File: src/rtl/key_if.sv
`default_nettype none
`timescale 1ns/100ps

interface key_if;

    // Event payload
    logic [7:0] scan;
    logic [7:0] ascii;

    // One-cycle push strobe from the decoder
    logic       valid;

    // FIFO level, high when no slot is free
    logic       full;

    // Decoder side
    modport producer (
        output valid,
        output scan,
        output ascii,
        input  full
    );

    // FIFO side
    modport consumer (
        input  valid,
        input  scan,
        input  ascii,
        output full
    );

endinterface

`default_nettype wire

File: src/rtl/ps2_decoder.sv
`default_nettype none
`timescale 1ns/100ps

module ps2_decoder #(
    parameter int ps2_filter = 4
) (
    input wire       CLOCK_50,
    input wire       KEY0,
    input wire       ps2_clk,
    input wire       ps2_dat,
    key_if.producer  key
);

    // Two-flop synchronizers, idle level is high
    logic [1:0]            clk_sync;
    logic [1:0]            dat_sync;

    // Glitch filter history, at least two samples
    logic [ps2_filter-1:0] clk_hist;
    logic [ps2_filter-1:0] dat_hist;
    logic                  clk_filt;
    logic                  dat_filt;
    logic                  clk_filt_dly;
    logic                  clk_fall;

    // Frame assembly, LSB first: start, 8 data, parity, stop
    logic [10:0]           frame;
    logic [3:0]            bit_count;
    logic                  frame_done;
    logic                  frame_ok;
    logic [7:0]            code;

    // Set by 0xF0, the next code is a release
    logic                  break_armed;

    // Set 2 scan code to lower case ASCII
    function automatic logic [7:0] scan_to_ascii(input logic [7:0] sc);
        case (sc)
            8'h1C: scan_to_ascii = "a";
            8'h32: scan_to_ascii = "b";
            8'h21: scan_to_ascii = "c";
            8'h23: scan_to_ascii = "d";
            8'h24: scan_to_ascii = "e";
            8'h2B: scan_to_ascii = "f";
            8'h34: scan_to_ascii = "g";
            8'h33: scan_to_ascii = "h";
            8'h43: scan_to_ascii = "i";
            8'h3B: scan_to_ascii = "j";
            8'h42: scan_to_ascii = "k";
            8'h4B: scan_to_ascii = "l";
            8'h3A: scan_to_ascii = "m";
            8'h31: scan_to_ascii = "n";
            8'h44: scan_to_ascii = "o";
            8'h4D: scan_to_ascii = "p";
            8'h15: scan_to_ascii = "q";
            8'h2D: scan_to_ascii = "r";
            8'h1B: scan_to_ascii = "s";
            8'h2C: scan_to_ascii = "t";
            8'h3C: scan_to_ascii = "u";
            8'h2A: scan_to_ascii = "v";
            8'h1D: scan_to_ascii = "w";
            8'h22: scan_to_ascii = "x";
            8'h35: scan_to_ascii = "y";
            8'h1A: scan_to_ascii = "z";
            8'h45: scan_to_ascii = "0";
            8'h16: scan_to_ascii = "1";
            8'h1E: scan_to_ascii = "2";
            8'h26: scan_to_ascii = "3";
            8'h25: scan_to_ascii = "4";
            8'h2E: scan_to_ascii = "5";
            8'h36: scan_to_ascii = "6";
            8'h3D: scan_to_ascii = "7";
            8'h3E: scan_to_ascii = "8";
            8'h46: scan_to_ascii = "9";
            8'h29: scan_to_ascii = " ";
            // Enter gives carriage return
            8'h5A: scan_to_ascii = 8'h0D;
            default: scan_to_ascii = 8'h00;
        endcase
    endfunction

    // Synchronize, then filter: output only moves when all samples agree
    always_ff @(posedge CLOCK_50 or negedge KEY0) begin
        if (!KEY0) begin
            clk_sync     <= 2'b11;
            dat_sync     <= 2'b11;
            clk_hist     <= '1;
            dat_hist     <= '1;
            clk_filt     <= 1'b1;
            dat_filt     <= 1'b1;
            clk_filt_dly <= 1'b1;
        end else begin
            clk_sync     <= {clk_sync[0], ps2_clk};
            dat_sync     <= {dat_sync[0], ps2_dat};
            clk_hist     <= {clk_hist[ps2_filter-2:0], clk_sync[1]};
            dat_hist     <= {dat_hist[ps2_filter-2:0], dat_sync[1]};
            if (&clk_hist) begin
                clk_filt <= 1'b1;
            end else if (~|clk_hist) begin
                clk_filt <= 1'b0;
            end
            if (&dat_hist) begin
                dat_filt <= 1'b1;
            end else if (~|dat_hist) begin
                dat_filt <= 1'b0;
            end
            clk_filt_dly <= clk_filt;
        end
    end

    // Device changes data on rising edge, we sample on falling
    assign clk_fall = clk_filt_dly & ~clk_filt;

    // Frame bits shift in from the top
    always_ff @(posedge CLOCK_50) begin
        if (clk_fall) begin
            frame <= {dat_filt, frame[10:1]};
        end
    end

    // Bit counter, frame_done pulses the cycle after bit 11
    always_ff @(posedge CLOCK_50 or negedge KEY0) begin
        if (!KEY0) begin
            bit_count  <= 4'd0;
            frame_done <= 1'b0;
        end else begin
            frame_done <= 1'b0;
            if (clk_fall) begin
                if (bit_count == 4'd10) begin
                    bit_count  <= 4'd0;
                    frame_done <= 1'b1;
                end else begin
                    bit_count <= bit_count + 4'd1;
                end
            end
        end
    end

    // Start low, stop high, odd parity over data and parity bit
    assign code     = frame[8:1];
    assign frame_ok = !frame[0] && frame[10] && (^frame[9:1]);

    // Break handling and event strobe
    always_ff @(posedge CLOCK_50 or negedge KEY0) begin
        if (!KEY0) begin
            break_armed <= 1'b0;
            key.valid   <= 1'b0;
        end else begin
            key.valid <= 1'b0;
            if (frame_done && frame_ok) begin
                if (code == 8'hF0) begin
                    break_armed <= 1'b1;
                end else if (break_armed) begin
                    // Release code swallowed
                    break_armed <= 1'b0;
                end else begin
                    key.valid <= 1'b1;
                end
            end
        end
    end

    // Event payload, qualified by valid
    always_ff @(posedge CLOCK_50) begin
        if (frame_done && frame_ok) begin
            key.scan  <= code;
            key.ascii <= scan_to_ascii(code);
        end
    end

endmodule

`default_nettype wire

File: src/flat_wrapper.sv
// flat-port wrapper written by rule: the top's interface ports become plain ports
module ps2_decoder_flat 
#(
    parameter int ps2_filter = 4
)
  (CLOCK_50, KEY0, ps2_clk, ps2_dat, key_valid, key_scan, key_ascii, key_full);
  key_if key_i ();
  input wire CLOCK_50;
  input wire KEY0;
  input wire ps2_clk;
  input wire ps2_dat;
  output wire logic [$bits(key_i.valid)-1:0] key_valid;
  output wire logic [$bits(key_i.scan)-1:0] key_scan;
  output wire logic [$bits(key_i.ascii)-1:0] key_ascii;
  input wire logic [$bits(key_i.full)-1:0] key_full;
  assign key_valid = key_i.valid;
  assign key_scan = key_i.scan;
  assign key_ascii = key_i.ascii;
  assign key_i.full = key_full;
  ps2_decoder #(.ps2_filter(ps2_filter)) u_core (.CLOCK_50(CLOCK_50), .KEY0(KEY0), .ps2_clk(ps2_clk), .ps2_dat(ps2_dat), .key(key_i));
endmodule
File: config.mk
export PLATFORM = sky130hd
export DESIGN_NAME = ps2_decoder_flat
export DESIGN_NICKNAME = d
export VERILOG_FILES = /design/src/rtl/key_if.sv /design/src/rtl/ps2_decoder.sv /design/src/flat_wrapper.sv
export SDC_FILE = /design/constraint.sdc
export NUM_CORES = 1
export LEC_CHECK = 0
export BUFFER_PORTS_ARGS = -buffer_cell sky130_fd_sc_hd__clkbuf_2
export CAP_MARGIN = 5
export CORE_ASPECT_RATIO = 0.9
export CORE_MARGIN = 1
export CORE_UTILIZATION = 26
export CTS_CLUSTER_DIAMETER = 30
export DETAILED_ROUTE_END_ITERATION = 16
export HOLD_SLACK_MARGIN = 0.12
export SETUP_SLACK_MARGIN = 0.2
export SLEW_MARGIN = 20
export SYNTH_ARGS = -nofsm -noshare
export SYNTH_HDL_FRONTEND = slang
export SYNTH_SLANG_ARGS = --single-unit
File: constraint.sdc
create_clock -name CLOCK_50 -period 3.4 [get_ports CLOCK_50]
set_input_delay 0.51 -clock CLOCK_50 [delete_from_list [all_inputs] [get_ports CLOCK_50]]
set_output_delay 0.51 -clock CLOCK_50 [all_outputs]
set_load 0.02 [all_outputs]
# Word-level counts from Yosys, hierarchy flattened
# Memory sizes are Yosys's and may differ from the RTL's. A register that Yosys moved wholly into a read port is not among the register bits.
# Cells that the tools add are included.
# word_totals
register_bits	49
rom_bits	896
in_bits	5
output_inout_bits	17
word_cells	42
mem_count	1
# op_classes
addsub	1
n_eq_ne	4
n_mux	11
bitwise_logic	2
n_reduce_logical	9
# mem_list
memory	depth	word_bits	read_ports	rd_ports_with_merged_regs	wr	line_no	rtl
(no name shown)	128	7	1	1	0	ps2_decoder.sv:38	case (sc)
# op_table
cell	n
$mux 1	10
$reduce_xor 9->1	1
$eq 8x8->1 const B	1
$reduce_and 4->1	2
$reduce_or 4->1	2
$add 4x1->4 const B	1
$eq 4x4->1 const B	1
$mux 4	1
$ne 2x1->1 const B	2
$logic_and 1x1->1	3
$and 1x1->1	1
$logic_not 1->1	1
$not 1->1	1

# Longest topological paths before layout
# depth
word_depth	5
depth_mapped	9
depth_no_buf	7

# Least setup slack after synthesis
# No wires, ideal clock.
# synth_timing
kind	register to register
startpoint	register u_core.frame[3]
endpoint	register u_core.break_armed
setup_time_ps	127
arrival_ps	2449
required_time_ps	3273
path_slack_ps	824
stages_incl_launch_ff	9
n_path_buf	1
period_less_slack_ps	2576
cell_sequence	edfxtp_1 > buf_2 > inv_2 > ha_1 > xnor2_1 > xnor2_1 > xnor2_1 > nor3_2 > mux2_1
# synth_between
elab_chain_cells	3
elab_cells_between_ends	5
classes_between	eq/ne: 1; mux: 1; reduce/logical: 3
# synth_rtl
item	line_no	rtl
start, declared	ps2_decoder.sv:27	logic [10:0] frame;
start signal, assigned	ps2_decoder.sv:117	frame <= {dat_filt, frame[10:1]};
$reduce_xor 9->1	ps2_decoder.sv:141	assign frame_ok = !frame[0] && frame[10] && (^frame[9:1]);
$logic_and 1x1->1	ps2_decoder.sv:141	
$logic_and 1x1->1	ps2_decoder.sv:150	if (frame_done && frame_ok) begin
end signal, assigned	ps2_decoder.sv:146	break_armed <= 1'b0;
end signal, assigned	ps2_decoder.sv:152	break_armed <= 1'b1;
end signal, assigned	ps2_decoder.sv:155	break_armed <= 1'b0;
end, declared	ps2_decoder.sv:34	logic break_armed;
# Several ways; a longest one is shown, not always the timed one.
# A chain may end at the register's enable or synchronous reset.

# Worst setup path after layout
# layout_timing
startpoint	register u_core.frame[2]
endpoint	register u_core.break_armed
# The elaborated chain is that of the path after synthesis.

==> flow_metrics.py <==
metrics = {
    "global_route": {
        "grt_pass1_vias": 1498,
        "grt_pass1_wl_um": 7780,
        "track_usage_pct": 10.1,
        "grt_antenna_before_repair": 0,
        "grt-ovfl-total": 0,
        "grt_start_max_net_pins": 35,
    },
    "synth": {
        "async_flop_share_pct": 45.8,
        "synth_top_area_share_pct": 32.2,
        "post_synth.cell_area_avg_um2": 11.3,
        "yosysSeqAreaShare_pct": 55.7,
        "ys_ff_latch": 48,
        "synth_top_cell_by_area": "edfxtp_1",
        "synth_commonest_cells": "edfxtp_1, nand2_1, dfstp_2",
        "ys_warn_count": 0,
        "synth-edff-count": 26,
        "synth.distinct_cells": 52,
        "synth_most_common_cell": "edfxtp_1",
        "synth_area_leaders": "edfxtp_1, dfstp_2, dfrtp_1",
        "syn_nets": 231,
        "synth_ff_type": "edfxtp_1",
        "syn_inst": 215,
        "synth_area_um2": 2420,
    },
    "place": {
        "hpwl_um": 3200,
        "place_congestion": 0.849,
        "post_dp_cell_area_um2": 2640,
        "port_buffers": 19,
    },
    "critical_path": {
        "cp.required_ps": 3580,
        "worstRegToRegCells": 7,
        "path_class": "register to register",
        "rr_startpoint": "u_core.frame[2]$_DFFE_PP_",
        "arrival_ps": 2630,
        "crit_path_end": "u_core.break_armed$_DFFE_PN0P_",
        "cp-startpoint": "u_core.frame[2]$_DFFE_PP_",
        "reg2reg_slack_ps": 950,
        "rr_endpoint": "u_core.break_armed$_DFFE_PN0P_",
        "endpoint_kind": "register",
        "crit_fanout": 15,
        "cp-start-kind": "register",
    },
    "sta": {
        "hold_viol": 0,
        "max_freq_ghz": 0.409,
        "slew_violations": 0,
        "setup_violations": 0,
        "fin_tns_setup_ps": 0,
        "clock_skew_ps": 12.3,
        "period_share_pct": 71.9,
        "max_slew.worst_pin.slew_ps": 548,
        "hold_slack_ps": 156,
        "slew_headroom_pct": 63.5,
        "layout_min_cycle_time_ps": 2450,
        "rsz0062_at_grt": "no",
    },
    "clock_tree": {
        "cts-root-buf": "clkbuf_8",
        "postCtsHoldBufs": 0,
        "worstSkewPairLatency_ps": 300,
        "clk_pin_slew_ps": 100,
        "h-tree-depth": 2,
        "cts.sinks": 48,
        "post_cts_buffers": 0,
        "max-clock-path-buffers": 2,
        "tritoncts": "yes",
        "cts-resized-gates": 0,
        "numCtsBuffers": 5,
    },
    "cells_and_area": {
        "final_util_pct": 30.1,
        "fin_nets": 250,
        "stdcell_area_um2": 2730,
        "layout-drive-gt1-share_pct": 23.4,
        "antenna_cells": 0,
        "area_growth_pct": 12.7,
    },
    "routing": {
        "wl_per_cell_um": 13.3,
        "via_per_inst": 4.69,
        "drc": 0,
        "finalWirelength_um": 4740,
        "firstDrtPassIters": 4,
        "ant_nets": 0,
        "num_vias": 1675,
        "dr.first_iter.drc_count": 149,
    },
    "floorplanning": {
        "dieArea_um2": 9710,
        "die-height_um": 93.6,
        "core-area_um2": 9080,
        "initial_core_util_pct": 26.7,
        "ioPinCount": 22,
        "rows": 33,
        "die_w_um": 104,
    },
    "status": {
        "status": "finished, final reports clean",
    },
    "pwr": {
        "intPower_uw": 880,
        "peakVddDrop_mv": 0.178,
        "swShare_pct": 27.0,
        "p_leak_nw": 1.02,
        "switching_power_uw": 326,
        "p_clk_share_pct": 28.4,
        "total_power_mw": 1.21,
        "power_density_nw_per_um2": 442,
        "p_seq_share_pct": 58.6,
        "power_frac_comb_pct": 13.0,
    },
    "hold_path": {
        "min_path_type": "primary input to asynchronous set/reset pin",
    },
    "flow_run": {
        "drv_cap": 0,
    },
}
[final cells by class]
type | count | area (um2)
multi-input cells | 148 | 972
repair buffers | 25 | 140
flip-flops and latches | 48 | 1350
clock buffers | 5 | 68.8
clock inverters | 3 | 23.8
inverters | 6 | 22.5
well taps | 122 | 153
fillers | 945 | 6350
[critical path, cell delays in order, from the launching register on]
cell and delay [ps]:
edfxtp_1 700, inv_2 210, ha_1 390, xnor2_1 200, xnor2_1 100, nor3_2 160
buf_4 240, mux2_1 330
[placed cells by master, fill, tap and decap left out, types with 3 or more instances in the layout]
cell / n
a21oi_1: 12
a31oi_1: 8
buf_4: 6
clkbuf_2: 19
clkbuf_8: 5
dfrtp_1: 7
dfstp_2: 15
edfxtp_1: 26
ha_1: 11
inv_2: 4
mux2i_1: 3
nand2_1: 23
nand2b_1: 5
nand3_1: 4
nand4_1: 3
nor2_1: 10
nor2b_1: 7
nor3b_1: 3
o211ai_1: 4
o21ai_0: 10
o21ai_1: 5
o31ai_1: 3
or3_1: 3
xnor2_1: 4
[power groups by stage]
stage               Clock, mW  Sequential (mW)  Combinational (mW)
floorplan                   0            0.707               0.126
global placement            0            0.715               0.154
detailed placement          0            0.718               0.156
CTS                     0.359            0.706               0.157
global route            0.380            0.713               0.177
finish                  0.343            0.707               0.156
[metrics by stage]
stage,worst slack (ps),instances
finish,955,357
global route,745,357
CTS,948,357
detailed placement,999,349
global placement,1030,349
floorplan,824,215
[how the worst min path moves through the flow]
stage / from / end / slack [ps] / cells after the start
final: KEY0 / u_core.bit_count[0]$_DFFE_PN0P_ / 160 / 1
after global placement: u_core.dat_sync[0]$_DFF_PN1_ / u_core.dat_sync[1]$_DFF_PN1_ / 350 / 0
after floorplan: KEY0 / u_core.bit_count[0]$_DFFE_PN0P_ / 210 / 0
after global routing: KEY0 / u_core.bit_count[3]$_DFFE_PN0P_ / 200 / 1
after detailed placement: u_core.dat_sync[0]$_DFF_PN1_ / u_core.dat_sync[1]$_DFF_PN1_ / 350 / 0
after CTS: KEY0 / u_core.bit_count[3]$_DFFE_PN0P_ / 170 / 1
[layer usage]
layer,GRT usage [%],part of all wire [%]
met5,0,0
met4,2.86,1.3
met3,3.14,5.9
met2,13.7,41
met1,15.2,51
[state kept, by name, summed over array words and instances, names as in the netlist]
| name | cells |
|---|---|
| u_core.clk_sync | 2 |
| u_core.key.scan | 8 |
| u_core.clk_hist | 4 |
| u_core.dat_hist | 4 |
| u_core.clk_filt_dly | 1 |
| u_core.clk_filt | 1 |
| u_core.dat_sync | 2 |
| u_core.frame_done | 1 |
| u_core.key.ascii | 7 |
| u_core.break_armed | 1 |
| u_core.frame | 11 |
| u_core.key.valid | 1 |
| u_core.bit_count | 4 |
| u_core.dat_filt | 1 |
[cells by family after synthesis]
family / share of synthesized area [%]
AOI/OAI and AO/OA: 16.9
buffers and inverters: 4.13
xor gates and xnor gates: 1.81
DFF: 55.7
other: 0.155
adders and majority gates: 5.68
and+or+nand+nor: 13.8
muxes: 1.70
Power figures use the tool's default switching activity.
