`config.mk`:
```
export PLATFORM = sky130hd
export DESIGN_NAME = key_fifo_flat
export DESIGN_NICKNAME = d
export VERILOG_FILES = /design/src/rtl/key_if.sv /design/src/rtl/key_fifo.sv /design/src/flat_wrapper.sv
export SDC_FILE = /design/constraint.sdc
export NUM_CORES = 1
export LEC_CHECK = 0
export ABC_AREA = 1
export BUFFER_PORTS_ARGS = -buffer_cell sky130_fd_sc_hd__buf_2
export CAP_MARGIN = 30
export CORE_UTILIZATION = 54
export CTS_CLUSTER_DIAMETER = 80
export DETAILED_ROUTE_END_ITERATION = 12
export HOLD_SLACK_MARGIN = 0.03
export PLACE_DENSITY = 0.75
export RECOVER_POWER = 50
export REMOVE_ABC_BUFFERS = 1
export SKIP_LAST_GASP = 1
export SLEW_MARGIN = 10
export SYNTH_ARGS = -nofsm -noshare
export SYNTH_HDL_FRONTEND = slang
export SYNTH_SLANG_ARGS = --single-unit
```
`constraint.sdc`:
```
create_clock -name CLOCK_50 -period 2.2 [get_ports CLOCK_50]
set_input_delay 0.33 -clock CLOCK_50 [delete_from_list [all_inputs] [get_ports CLOCK_50]]
set_output_delay 0.33 -clock CLOCK_50 [all_outputs]
set_load 0.01 [all_outputs]
```
`src/rtl/key_if.sv`:
```
`default_nettype none
`timescale 1ns/100ps

interface key_if;

    // Event payload
    logic [7:0] scan;
    logic [7:0] ascii;

    // One-cycle push strobe from the decoder
    logic       valid;

    // FIFO level, high when no slot is free
    logic       full;

    // Decoder side
    modport producer (
        output valid,
        output scan,
        output ascii,
        input  full
    );

    // FIFO side
    modport consumer (
        input  valid,
        input  scan,
        input  ascii,
        output full
    );

endinterface

`default_nettype wire

```
`src/rtl/key_fifo.sv`:
```
`default_nettype none
`timescale 1ns/100ps

module key_fifo #(
    parameter type payload_t  = logic [15:0],
    // Power of two, two or more
    parameter int  fifo_depth = 8
) (
    input wire        CLOCK_50,
    input wire        KEY0,
    key_if.consumer   key,
    output payload_t  head,
    output logic      empty,
    input wire        pop
);

    localparam int ptr_w = $clog2(fifo_depth);

    // Storage
    payload_t         mem [fifo_depth];

    // Pointers wrap naturally at the power-of-two depth
    logic [ptr_w-1:0] wr_ptr;
    logic [ptr_w-1:0] rd_ptr;
    logic [ptr_w:0]   count;

    logic             do_push;
    logic             do_pop;
    payload_t         wr_data;

    // Interface fields packed in payload order, scan above ascii
    assign wr_data = payload_t'({key.scan, key.ascii});

    assign key.full = (count == fifo_depth[ptr_w:0]);
    assign empty    = (count == '0);

    // Full drops the event, empty ignores the pop
    assign do_push = key.valid && !key.full;
    assign do_pop  = pop && !empty;

    // First-word fall-through head
    assign head = mem[rd_ptr];

    always_ff @(posedge CLOCK_50) begin
        if (do_push) begin
            mem[wr_ptr] <= wr_data;
        end
    end

    always_ff @(posedge CLOCK_50 or negedge KEY0) begin
        if (!KEY0) begin
            wr_ptr <= '0;
            rd_ptr <= '0;
            count  <= '0;
        end else begin
            if (do_push) begin
                wr_ptr <= wr_ptr + 1'b1;
            end
            if (do_pop) begin
                rd_ptr <= rd_ptr + 1'b1;
            end
            // Simultaneous push and pop leaves the count alone
            case ({do_push, do_pop})
                2'b10:   count <= count + 1'b1;
                2'b01:   count <= count - 1'b1;
                default: count <= count;
            endcase
        end
    end

endmodule

`default_nettype wire

```
`src/flat_wrapper.sv`:
```
// flat-port wrapper written by rule: the top's interface ports become plain ports
module key_fifo_flat 
#(
    parameter type payload_t  = logic [15:0],
                                
    parameter int  fifo_depth = 8
)
  (CLOCK_50, KEY0, head, empty, pop, key_valid, key_scan, key_ascii, key_full);
  key_if key_i ();
  input wire CLOCK_50;
  input wire KEY0;
  output payload_t head;
  output logic empty;
  input wire pop;
  input wire logic [$bits(key_i.valid)-1:0] key_valid;
  input wire logic [$bits(key_i.scan)-1:0] key_scan;
  input wire logic [$bits(key_i.ascii)-1:0] key_ascii;
  output wire logic [$bits(key_i.full)-1:0] key_full;
  assign key_i.valid = key_valid;
  assign key_i.scan = key_scan;
  assign key_i.ascii = key_ascii;
  assign key_full = key_i.full;
  key_fifo #(.payload_t(payload_t), .fifo_depth(fifo_depth)) u_core (.CLOCK_50(CLOCK_50), .KEY0(KEY0), .key(key_i), .head(head), .empty(empty), .pop(pop));
endmodule
```
Yosys cells after proc, flatten, opt, wreduce, memory -nomap -nowiden

Memories as Yosys holds them, arrays and structs flattened.
Cells that the tools add are included.

Word-level logic and storage cells: 20
Output and inout bits: 18
Bits of input ports: 20
Memories kept: 1
RAM bits: 128
Flip-flop bits (word level): 10

Memories:

| name       | depth | bits a word | read ports | clocked after Yosys merged registers in | write ports | line           | text |
|---|---|---|---|---|---|---|---|
| u_core.mem | 8     | 16          | 1          | 0                                       | 1           | key_fifo.sv:20 | `payload_t mem [fifo_depth];` |

Equality and inequality tests: 3
Reduce and logical (&&, ||, !) cells: 6
$add $sub $neg: 4
Muxes and demuxes: 3

Operators by type and width:

| kind                                                                  | number |
|---|---|
| 4-bit one-hot mux with 2 select lines                                 | 1 |
| 3-bit by 1-bit adder with 3-bit output, second input constant         | 2 |
| 4-bit by 1-bit adder with 4-bit output, second input constant         | 1 |
| 4-bit equality test, second input constant                            | 1 |
| 4-bit logical NOT                                                     | 1 |
| 4-bit by 1-bit subtractor with 4-bit output, second input constant    | 1 |
| 2-bit by 1-bit equality test with 1-bit output, second input constant | 1 |
| 2-bit equality test, second input constant                            | 1 |
| 1-bit logical AND                                                     | 2 |
| 1-bit logical NOT                                                     | 2 |
| 1-bit two-way mux                                                     | 2 |
| 2-bit nonzero test                                                    | 1 |

Logic depth before layout (Yosys ltp)

Gate-level depths: netlist (run 1).

Depth in word-level cells: 5
Depth in mapped cells: 12

Worst setup path after synthesis (run 1)

No wires, ideal clock.

Kind: register to register
Start: register u_core.count[0]
End: memory u_core.mem[6][0] (netlist bit), enable pin
Data arrival time: 1.936 ns
Data required time: 1.791 ns
Setup time: 0.409 ns
Setup slack: -0.145 ns
Buffers on the path: 1
Clock period less this slack: 2.345 ns
Stages on the path, launching flop included: 6
Cells stage by stage: dfrtp_1 -> nor2_1 -> nand3_1 -> nand2_1 -> buf_4 -> nor3_1

Longest elaborated chain between the ends: 5

Ends and longest elaborated chain:

| what                                    | line           | text |
|---|---|---|
| start, declared                         | key_fifo.sv:25 | `logic [ptr_w:0] count;` |
| start signal, assigned                  | key_fifo.sv:64 | `2'b10: count <= count + 1'b1;` |
| start signal, assigned                  | key_fifo.sv:65 | `2'b01: count <= count - 1'b1;` |
| start signal, assigned                  | key_fifo.sv:66 | `default: count <= count;` |
| 4-bit equality test                     | key_fifo.sv:34 | `assign key.full = (count == fifo_depth[ptr_w:0]);` |
| 1-bit logical NOT                       | key_fifo.sv:38 | `assign do_push = key.valid && !key.full;` |
| 1-bit logical AND                       | key_fifo.sv:38 |  |
| 1-bit two-way mux                       | key_fifo.sv:45 | `if (do_push) begin` |
| 1-bit two-way mux (implied by the code) | key_fifo.sv:46 | `mem[wr_ptr] <= wr_data;` |
| end, declared                           | key_fifo.sv:20 |  |

No other way between the ends.

==> results of run 1 <==
-- state kept, by name (all words and copies together), names as in the netlist --
register,cells
u_core.wr_ptr,3
u_core.rd_ptr,3
u_core.mem,128
u_core.count,4
-- layout by cell type, fill, tap and decap left out --
cell	count
nand3_1	5
dlygate4sd3_1	1
dfrtp_1	9
buf_6	4
inv_1	78
ha_2	1
fa_1	1
nand2_1	232
buf_2	20
clkinv_1	2
or2_2	1
clkbuf_1	18
nor2_1	129
o21ai_0	4
buf_12	6
edfxtp_1	128
xor2_1	2
clkbuf_16	17
xnor2_1	4
nor2_2	1
ha_1	4
clkinvlp_4	4
clkinv_2	2
dfrtp_4	1
buf_4	19
bufinv_16	7
nor3_2	8
-- path summary, 6_finish.rpt --
check	end	from
max in group asynchronous	u_core.rd_ptr[0]	KEY0
max	head[9]	u_core.rd_ptr[1]
min	u_core.wr_ptr[1]	key_valid
max reg2reg	u_core.count[3]	u_core.count[1]
min in group asynchronous	u_core.wr_ptr[2]	KEY0
min reg2reg	u_core.wr_ptr[1]	u_core.wr_ptr[1]
-- cell families (layout without fill, tap and decap cells) --
kind of cell	count (synthesis)	count (layout)	share of synthesized area (%)
compound gates	4	4	0.328
xor+xnor	6	6	0.860
fa+ha+maj	6	6	1.35
flops	138	138	67.0
buf+inv	104	178	7.04
simple gates	376	376	23.4
-- through the flow --
step                util [%]  std cells  area [µm²]
detailed placement      60.6        809        6630
finish                  67.3        848        7360
floorplan                  -        609        5980
CTS                     67.3        847        7360
global placement        60.6        809        6630
global route            67.3        848        7360
-- final cells by class --
type	instances	area (µm²)	area share [%]
timing repair buffer	67	482	6.54
tap	140	175	2.38
clock buffer	18	429	5.83
sequential	138	4100	55.6
clock inverter	14	250	3.40
inverter	79	300	4.08
multi-input combinational	392	1630	22.1
-- what timing repair did --
item / CTS / global route
gates resized for setup: 1 / 5
hold endpoints to repair: 10 / 0
buffers inserted: 5 / 1
hold buffers: 1 / 0
setup endpoints to repair: 12 / 5
-- Yosys cell counts, drive strengths merged --
cell	number	area share, %
nand3	5	0.41
or2	1	0.10
inv	79	4.9
dfrtp	10	4.1
fa	1	0.33
xor2	2	0.29
edfxtp	128	63
nand2	232	14
clkbuf	5	0.31
buf	20	1.9
o21ai	4	0.33
xnor2	4	0.57
nor3	8	0.66
nor2	130	8.0
ha	5	1.0
-- routing by layer --
| layer | GRT usage [%] | up-vias | routed length [µm] |
|---|---|---|---|
| li1 | - | 2098 | - |
| met1 | 30.0 | 2018 | 5300 |
| met2 | 41.3 | 179 | 6570 |
| met3 | 5.85 | 30 | 893 |
| met4 | 10.3 | 0 | 289 |
| met5 | 0 | - | 0 |
-- worst register-to-register path: stages (launching register included) --
cell	delay, ns
dfrtp_1	0.42
nor2_2	0.14
nand3_1	0.11
nand2_1	0.10
inv_1	0.06
ha_2	0.21
ha_1	0.30
or2_2	0.33
nand2_1	0.08
nand2_1	0.05
nand3_1	0.06
nand2_1	0.05
-- report_power, final --
part	switching [µW]	internal, µW	total (µW)
sequential	224	3320	3550
clock	1040	2230	3270
combinational	2390	1370	3760
==> flow_summary_export.csv, run 1 <==
group,metric,value,unit
grt,antenna_found_initial,0,
sta,min_period_over_period,96.0,%
sta,setup_violations,0,
floorplan,die_area,0.0117,mm²
worst_setup_path,cpMostUsedCell,"nand2_1",
job,max_cap_viol_count,0,
floorplan,ios,38,
worst_setup_path,path_class,"reg2out",
worst_setup_path,slowest_delay,0.42,ns
clock_tree,htree_levels,4,
grt,grt_max_degree,46,
placed_design,place_ws,0.134,ns
clock_tree,cts_tree,"done",
status,status,"finished clean",
yosys,yosys_warnings,0,
worst_setup_path,critPathArrivalTime,1.78,ns
worst_setup_path,crit_path_end_kind,"output pin",
floorplan,initial_utilization,55.9,%
yosys,synth_area_per_cell,9.64,µm²
sta,rsz0062_at_grt,"true",
power,p_total,10600,µW
grt,track_usage,24.4,%
yosys,synth_cell_types,16,
power,ir_drop,0.840,mV
clock_tree,cts_buffer_depth,2,
sta,fin_skew,0.00890,ns
worst_setup_path,cp_slowest_cell,"dfrtp_1",
floorplan,die_y,108,µm
sta,worst_pin_slew,0.588,ns
detailed_routing,drc_errors,0,
placed_design,portBuffers,37,
detailed_routing,wl,13000,µm
detailed_routing,viasPerCell,5.10,
finish,drive_gt1_share,12.9,%
sta,maxSlewViolCount,0,
placed_design,dp_hpwl,7500,µm
worst_setup_path,reg2regPathDepth,11,
placed_design,place.gp.congestion,0.781,
clock_tree,cts-buffers-inserted,17,
hold_path,min_path_type,"in2reg",
detailed_routing,ant_nets,0,
yosys,ys_ff_latch,138,
worst_setup_path,r2r_slack,0.16,ns
sta,layout_setup_ws,0.0873,ns
power,leakagePower,0.00326,µW
hold_path,whs_path_depth,3,
finish,nets,721,
worst_setup_path,required,1.87,ns
finish,fillCellCount,792,
clock_tree,insertion_delay,0.42,ns
yosys,synth_cells,634,
sta,post-route-min-period,2.11,ns
worst_setup_path,path_buf_inv,3,
power,power_density,1440,mW/mm²
worst_setup_path,cp_cell_sequence,"clkinvlp_4, buf_4, nor2_1, nand2_1, nand2_1, nand2_1, nand2_1, buf_2",
detailed_routing,drt-initial-drc-count,420,
grt,grt_overflow,0,
clock_tree,cts_sinks,138,
yosys,seq_area_frac_synth,67.0,%
clock_tree,root_buffer,"clkbuf_16",
worst_setup_path,path_delay_family,"buffers and inverters",
worst_setup_path,worstPathMaxFanout,4,
sta,relSlewSlack,60.8,%
sta,hold_violations,0,
finish,syn2layout_area_growth,20.5,%
detailed_routing,first_pass_iters,5,
floorplan,row_count,38,
clock_tree,clkTransAtPathRegs,0.06,ns
sta,hold_ws,0.165,ns
finish,diodes,0,
worst_setup_path,cp.depth,8,
detailed_routing,drt-wirelength-per-cell,15.4,µm
sta,max_clock_freq,473,MHz
floorplan,dieWidth,108,µm
yosys,synth_area,0.00611,mm²
sta,tns,0,ns
detailed_routing,vias,4325,
grt,grt_pass1_vias,4289,
worst_setup_path,cp-start-kind,"register",
grt,grt_pass1_wl,20700,µm
floorplan,core_area,0.0109,mm²
Power figures use the tool's default switching activity.
==> inputs of run 2 (changes only) <==
- CORE_MARGIN: not set -> 4
- CORE_UTILIZATION: 54 -> 65
- PLACE_DENSITY: 0.75 -> 0.85
- clock period: 2.2 -> 2.6 ns (I/O delays scaled with it)
==> run 2 against run 1 <==
Against the previous run: wire length up 1.3%; final cell count is 4.7% lower; design area is 4.2% lower; clock power shrank 31%; flip-flop and latch count unchanged; first-iteration DRC count down 4.8%; largest power group is now sequential cells.
==> flow_summary_export.csv, run 2 (synthesized netlist as in run 1, its figures left out) <==
group,metric,value,unit
finish,fillCellCount,545,
grt,grt_pass1_wl,21000,µm
clock_tree,htree_levels,4,
grt,gr-usage-met3,5.74,%
detailed_routing,wl,13200,µm
sta,maxSlewViolCount,0,
detailed_routing,drc_errors,0,
job,max_cap_viol_count,0,
placed_design,dp_hpwl,7070,µm
detailed_routing,viasPerCell,5.40,
status,status,"finished clean",
finish,multi_input_area,0.00163,mm²
worst_setup_path,path_class,"reg2out",
sta,relSlewSlack,49.6,%
power,ir_drop,0.785,mV
placed_design,place.gp.congestion,0.839,
floorplan,core_area,0.00920,mm²
finish,largestRegisters,"u_core.mem x128, u_core.count x4",
sta,hold_ws,0.127,ns
placed_design,placed_area,0.00650,mm²
hold_path,min_path_type,"in2reg",
clock_tree,root_buffer,"clkbuf_8",
worst_setup_path,crit_path_end_kind,"output pin",
finish,largest_register_ffs,128,
sta,rsz0062_at_grt,"false",
finish,nets,710,
grt,grt_pass1_vias,4364,
floorplan,dieWidth,105,µm
power,leakagePower,0.00314,µW
finish,finalNonFillerCells,808,
grt,antenna_found_initial,0,
grt,grt_overflow,0,
clock_tree,cts-buffers-inserted,17,
finish,final_common_cell,"nand2_1",
floorplan,row_count,35,
placed_design,dp.cells,774,
grt,met2_usage,44.1,%
grt,met1_usage,29.2,%
worst_setup_path,cp-start-kind,"register",
sta,fin_skew,0.00880,ns
floorplan,die_area,0.0110,mm²
clock_tree,cts_sinks,138,
floorplan,die_y,105,µm
finish,syn2layout_area_growth,15.5,%
floorplan,ios,38,
finish,drive_gt1_share,11.0,%
sta,min_period_over_period,93.2,%
floorplan,initial_utilization,66.4,%
clock_tree,insertion_delay,0.53,ns
finish,layout_common_cells,"nand2_1, nor2_1, edfxtp_1",
power,power_density,1170,mW/mm²
finish,final_cell_area,0.00706,mm²
grt,grt_max_degree,45,
detailed_routing,drt-wirelength-per-cell,16.4,µm
worst_setup_path,required,2.21,ns
grt,track_usage,25.4,%
sta,post-route-min-period,2.42,ns
detailed_routing,first_pass_iters,6,
finish,top_register,"u_core.mem",
sta,max_clock_freq,413,MHz
detailed_routing,vias,4367,
placed_design,place_ws,0.454,ns
clock_tree,cts_tree,"done",
clock_tree,cts_buffer_depth,2,
worst_setup_path,critPathArrivalTime,2.03,ns
sta,worst_pin_slew,0.752,ns
placed_design,portBuffers,37,
detailed_routing,ant_nets,0,
sta,layout_setup_ws,0.178,ns
grt,grt_busiest_layer,"met2",
finish,register_area,0.00410,mm²
worst_setup_path,worstPathMaxFanout,44,
sta,hold_violations,0,
finish,diodes,0,
sta,setup_violations,0,
clock_tree,cts.repair.resized,0,
clock_tree,clkTransAtPathRegs,0.06,ns
detailed_routing,drt-initial-drc-count,400,
finish,fin_util,76.7,%
==> run 2: cell count changes in the layout (fill, tap and decap cells not counted), sizes merged <==
cell / delta
buf: -13
inv: +2
clkinv: +3
bufinv: -5
clkbuf: +4
clkinvlp: -2
==> run 2: critical path, stage by stage, from the launching register on <==
cell and delay [ns]:
dfrtp_4 0.62, buf_12 0.26, nor2_1 0.08, nor2_1 0.12, nand2_1 0.07, nand2_1 0.07, nand2_1 0.06, nand2_1 0.09
buf_2 0.13
==> run 2: worst paths after layout <==
check                           depth (start not counted)        startpoint          endpoint  slack, ns
worst max-delay path                                    8  u_core.rd_ptr[0]          head[15]       0.18
worst min-delay path                                    3         key_valid  u_core.wr_ptr[1]       0.13
worst max register to register                          6   u_core.count[1]  u_core.mem[4][4]       0.25
worst min register to register                          1   u_core.count[0]   u_core.count[0]       0.53
max in group asynchronous                               2              KEY0  u_core.rd_ptr[0]       1.80
min in group asynchronous                               2              KEY0   u_core.count[0]       0.37
==> run 2: report_power, final <==
part	internal, µW	switching, µW
Sequential	2810	214
Clock	1380	884
Combinational	1020	1960
Total	5220	3060
==> run 2: repair_timing <==
item                                   in CTS  in global routing
setup endpoints to repair                   0                  7
setup buffers                               0                  1
endpoints found under the hold margin      10                  0
hold buffers                                1                  0
==> run 2: routing by layer <==
metal / up-vias / wire length [µm]
li1: 2079 / -
met1: 2003 / 4810
met2: 232 / 6710
met3: 53 / 1200
met4: 0 / 501
met5: - / 0
==> run 2: final cells by class <==
| type | instances | share of cell area [%] |
|---|---|---|
| Clock buffer | 20 | 6.17 |
| Clock inverter | 12 | 1.79 |
| Inverter | 79 | 4.20 |
| Multi-Input combinational cell | 392 | 23.0 |
| Sequential cell | 138 | 58.1 |
| Tap cell | 111 | 1.97 |
| Timing Repair Buffer | 56 | 4.75 |
==> run 2: stage by stage <==
step	TNS, ns	total power, µW
after global placement	0	5760
final	0	8280
after detailed placement	0	5940
after global routing	0	8780
after floorplan	-9.18	4930
after CTS	0	8260
==> inputs of run 3 (changes only) <==
- RECOVER_POWER: 50 -> 100
==> run 3 against run 2 <==
Against the previous run: critical path depth unchanged; clock-buffer cell count unchanged; fmax is 0.19% higher; via count decreased by 0.71%; clock skew barely moved; hold slack improved by 0.0022 ns; combinational power shrank 2%; setup slack improved by 0.0046 ns; non-clock buffer count stayed put; first-iteration DRC count fell by 5.0%; critical path type unchanged; largest power group unchanged.
==> flow_summary_export.csv, run 3 (synthesized netlist as in run 1, its figures left out) <==
group,metric,value,unit
sta,worst_pin_slew,0.740,ns
job,max_cap_viol_count,0,
detailed_routing,drt-initial-drc-count,380,
sta,relSlewSlack,50.4,%
floorplan,dieWidth,105,µm
sta,hold_violations,0,
clock_tree,htree_levels,4,
clock_tree,clkTransAtPathRegs,0.06,ns
clock_tree,cts_tree,"done",
finish,drive_gt1_share,8.61,%
detailed_routing,drc_errors,0,
sta,min_period_over_period,93.0,%
worst_setup_path,r2r-start,"u_core.count[1]",
worst_setup_path,path_class,"reg2out",
hold_path,hold_start,"key_valid",
grt,antenna_found_initial,0,
sta,maxSlewViolCount,0,
finish,syn2layout_area_growth,14.6,%
detailed_routing,ant_nets,0,
finish,diodes,0,
finish,top_register,"u_core.mem",
clock_tree,cts_sinks,138,
detailed_routing,drt-wirelength-per-cell,16.3,µm
finish,layout_common_cells,"nand2_1, nor2_1, edfxtp_1",
grt,track_usage,25.4,%
finish,largestRegisters,"u_core.mem x128, u_core.count x4",
placed_design,place.gp.congestion,0.839,
placed_design,dp.cells,774,
status,status,"finished clean",
finish,register_area,0.00410,mm²
finish,largest_register_ffs,128,
floorplan,die_area,0.0110,mm²
finish,fillCellCount,559,
sta,post-route-min-period,2.42,ns
clock_tree,cts_buffer_depth,2,
grt,grt_pass1_vias,4364,
detailed_routing,viasPerCell,5.37,
power,p_total,8210,µW
finish,nets,710,
detailed_routing,wl,13200,µm
sta,hold_ws,0.129,ns
worst_setup_path,cp-start-kind,"register",
worst_setup_path,critPathArrivalTime,2.03,ns
grt,grt_max_degree,45,
worst_setup_path,worstPathMaxFanout,44,
detailed_routing,first_pass_iters,5,
worst_setup_path,crit_path_start,"u_core.rd_ptr[0]",
finish,multi_input_area,0.00161,mm²
floorplan,die_y,105,µm
placed_design,portBuffers,37,
power,leakagePower,0.00309,µW
sta,max_clock_freq,414,MHz
finish,finalNonFillerCells,808,
worst_setup_path,required,2.21,ns
clock_tree,insertion_delay,0.53,ns
floorplan,initial_utilization,66.4,%
clock_tree,cts.repair.resized,0,
power,ir_drop,0.781,mV
sta,rsz0062_at_grt,"false",
floorplan,core_area,0.00920,mm²
floorplan,ios,38,
detailed_routing,vias,4336,
sta,fin_skew,0.00832,ns
sta,setup_violations,0,
worst_setup_path,crit_path_end_kind,"output pin",
clock_tree,root_buffer,"clkbuf_8",
floorplan,row_count,35,
grt,grt_overflow,0,
finish,final_common_cell,"nand2_1",
power,power_density,1170,mW/mm²
hold_path,min_path_type,"in2reg",
grt,grt_pass1_wl,21000,µm
clock_tree,cts-buffers-inserted,17,
placed_design,dp_hpwl,7070,µm
==> run 3: through the flow <==
| stage | TNS [ns] | instance area [µm²] | setup slack, ns | util, % |
|---|---|---|---|---|
| floorplan | -9.18 | 5980 | -0.532 | - |
| finish | 0 | 7000 | 0.182 | 76.1 |
| global placement | 0 | 6500 | 0.584 | 70.6 |
| detailed placement | 0 | 6500 | 0.454 | 70.6 |
| CTS | 0 | 7070 | 0.0564 | 76.9 |
| global route | 0 | 7000 | 0.0682 | 76.1 |
==> run 3: final timing paths <==
check | end | slack, ns | cells past startpoint
max | head[15] | 0.18 | 8
min | u_core.wr_ptr[1] | 0.13 | 3
max reg2reg | u_core.mem[4][12] | 0.24 | 6
min reg2reg | u_core.count[2] | 0.53 | 2
max in group asynchronous | u_core.rd_ptr[0] | 1.79 | 2
min in group asynchronous | u_core.count[0] | 0.37 | 2
==> run 3: cell type report <==
class                   instances  area share, %
repair buffers                 56           4.27
well taps                     111           1.98
multi-input cells             392           22.9
flip-flops and latches        138           58.5
clock inverters                12           1.81
inverters                      79           4.24
clock buffers                  20           6.22
==> run 3: critical path: stages, from the launching register on <==
cell     delay [ns]
dfrtp_4        0.62
buf_12         0.25
nor2_1         0.08
nor2_1         0.11
nand2_1        0.07
nand2_1        0.07
nand2_1        0.06
nand2_1        0.09
buf_2          0.13
==> run 3: timing repair <==
item / 4_1_cts / 5_1_grt
setup endpoints to repair: 0 / 7
hold endpoints to repair: 10 / 0
hold buffers: 1 / 0
buffers inserted: 0 / 1
==> run 3: power breakdown <==
| group | internal (µW) | switching, µW |
|---|---|---|
| registers | 2820 | 212 |
| clock network | 1380 | 879 |
| logic | 954 | 1960 |
==> run 3: routing by layer <==
metal | GRT usage [%] | vias to the layer above | wire length (µm) | part of all wire, %
met1 | 29.2 | 1989 | 4820 | 36
li1 | - | 2072 | - | -
met4 | 13.4 | 0 | 429 | 3.3
met3 | 5.74 | 44 | 1220 | 9.3
met5 | 0 | - | 0 | 0
met2 | 44.1 | 231 | 6730 | 51
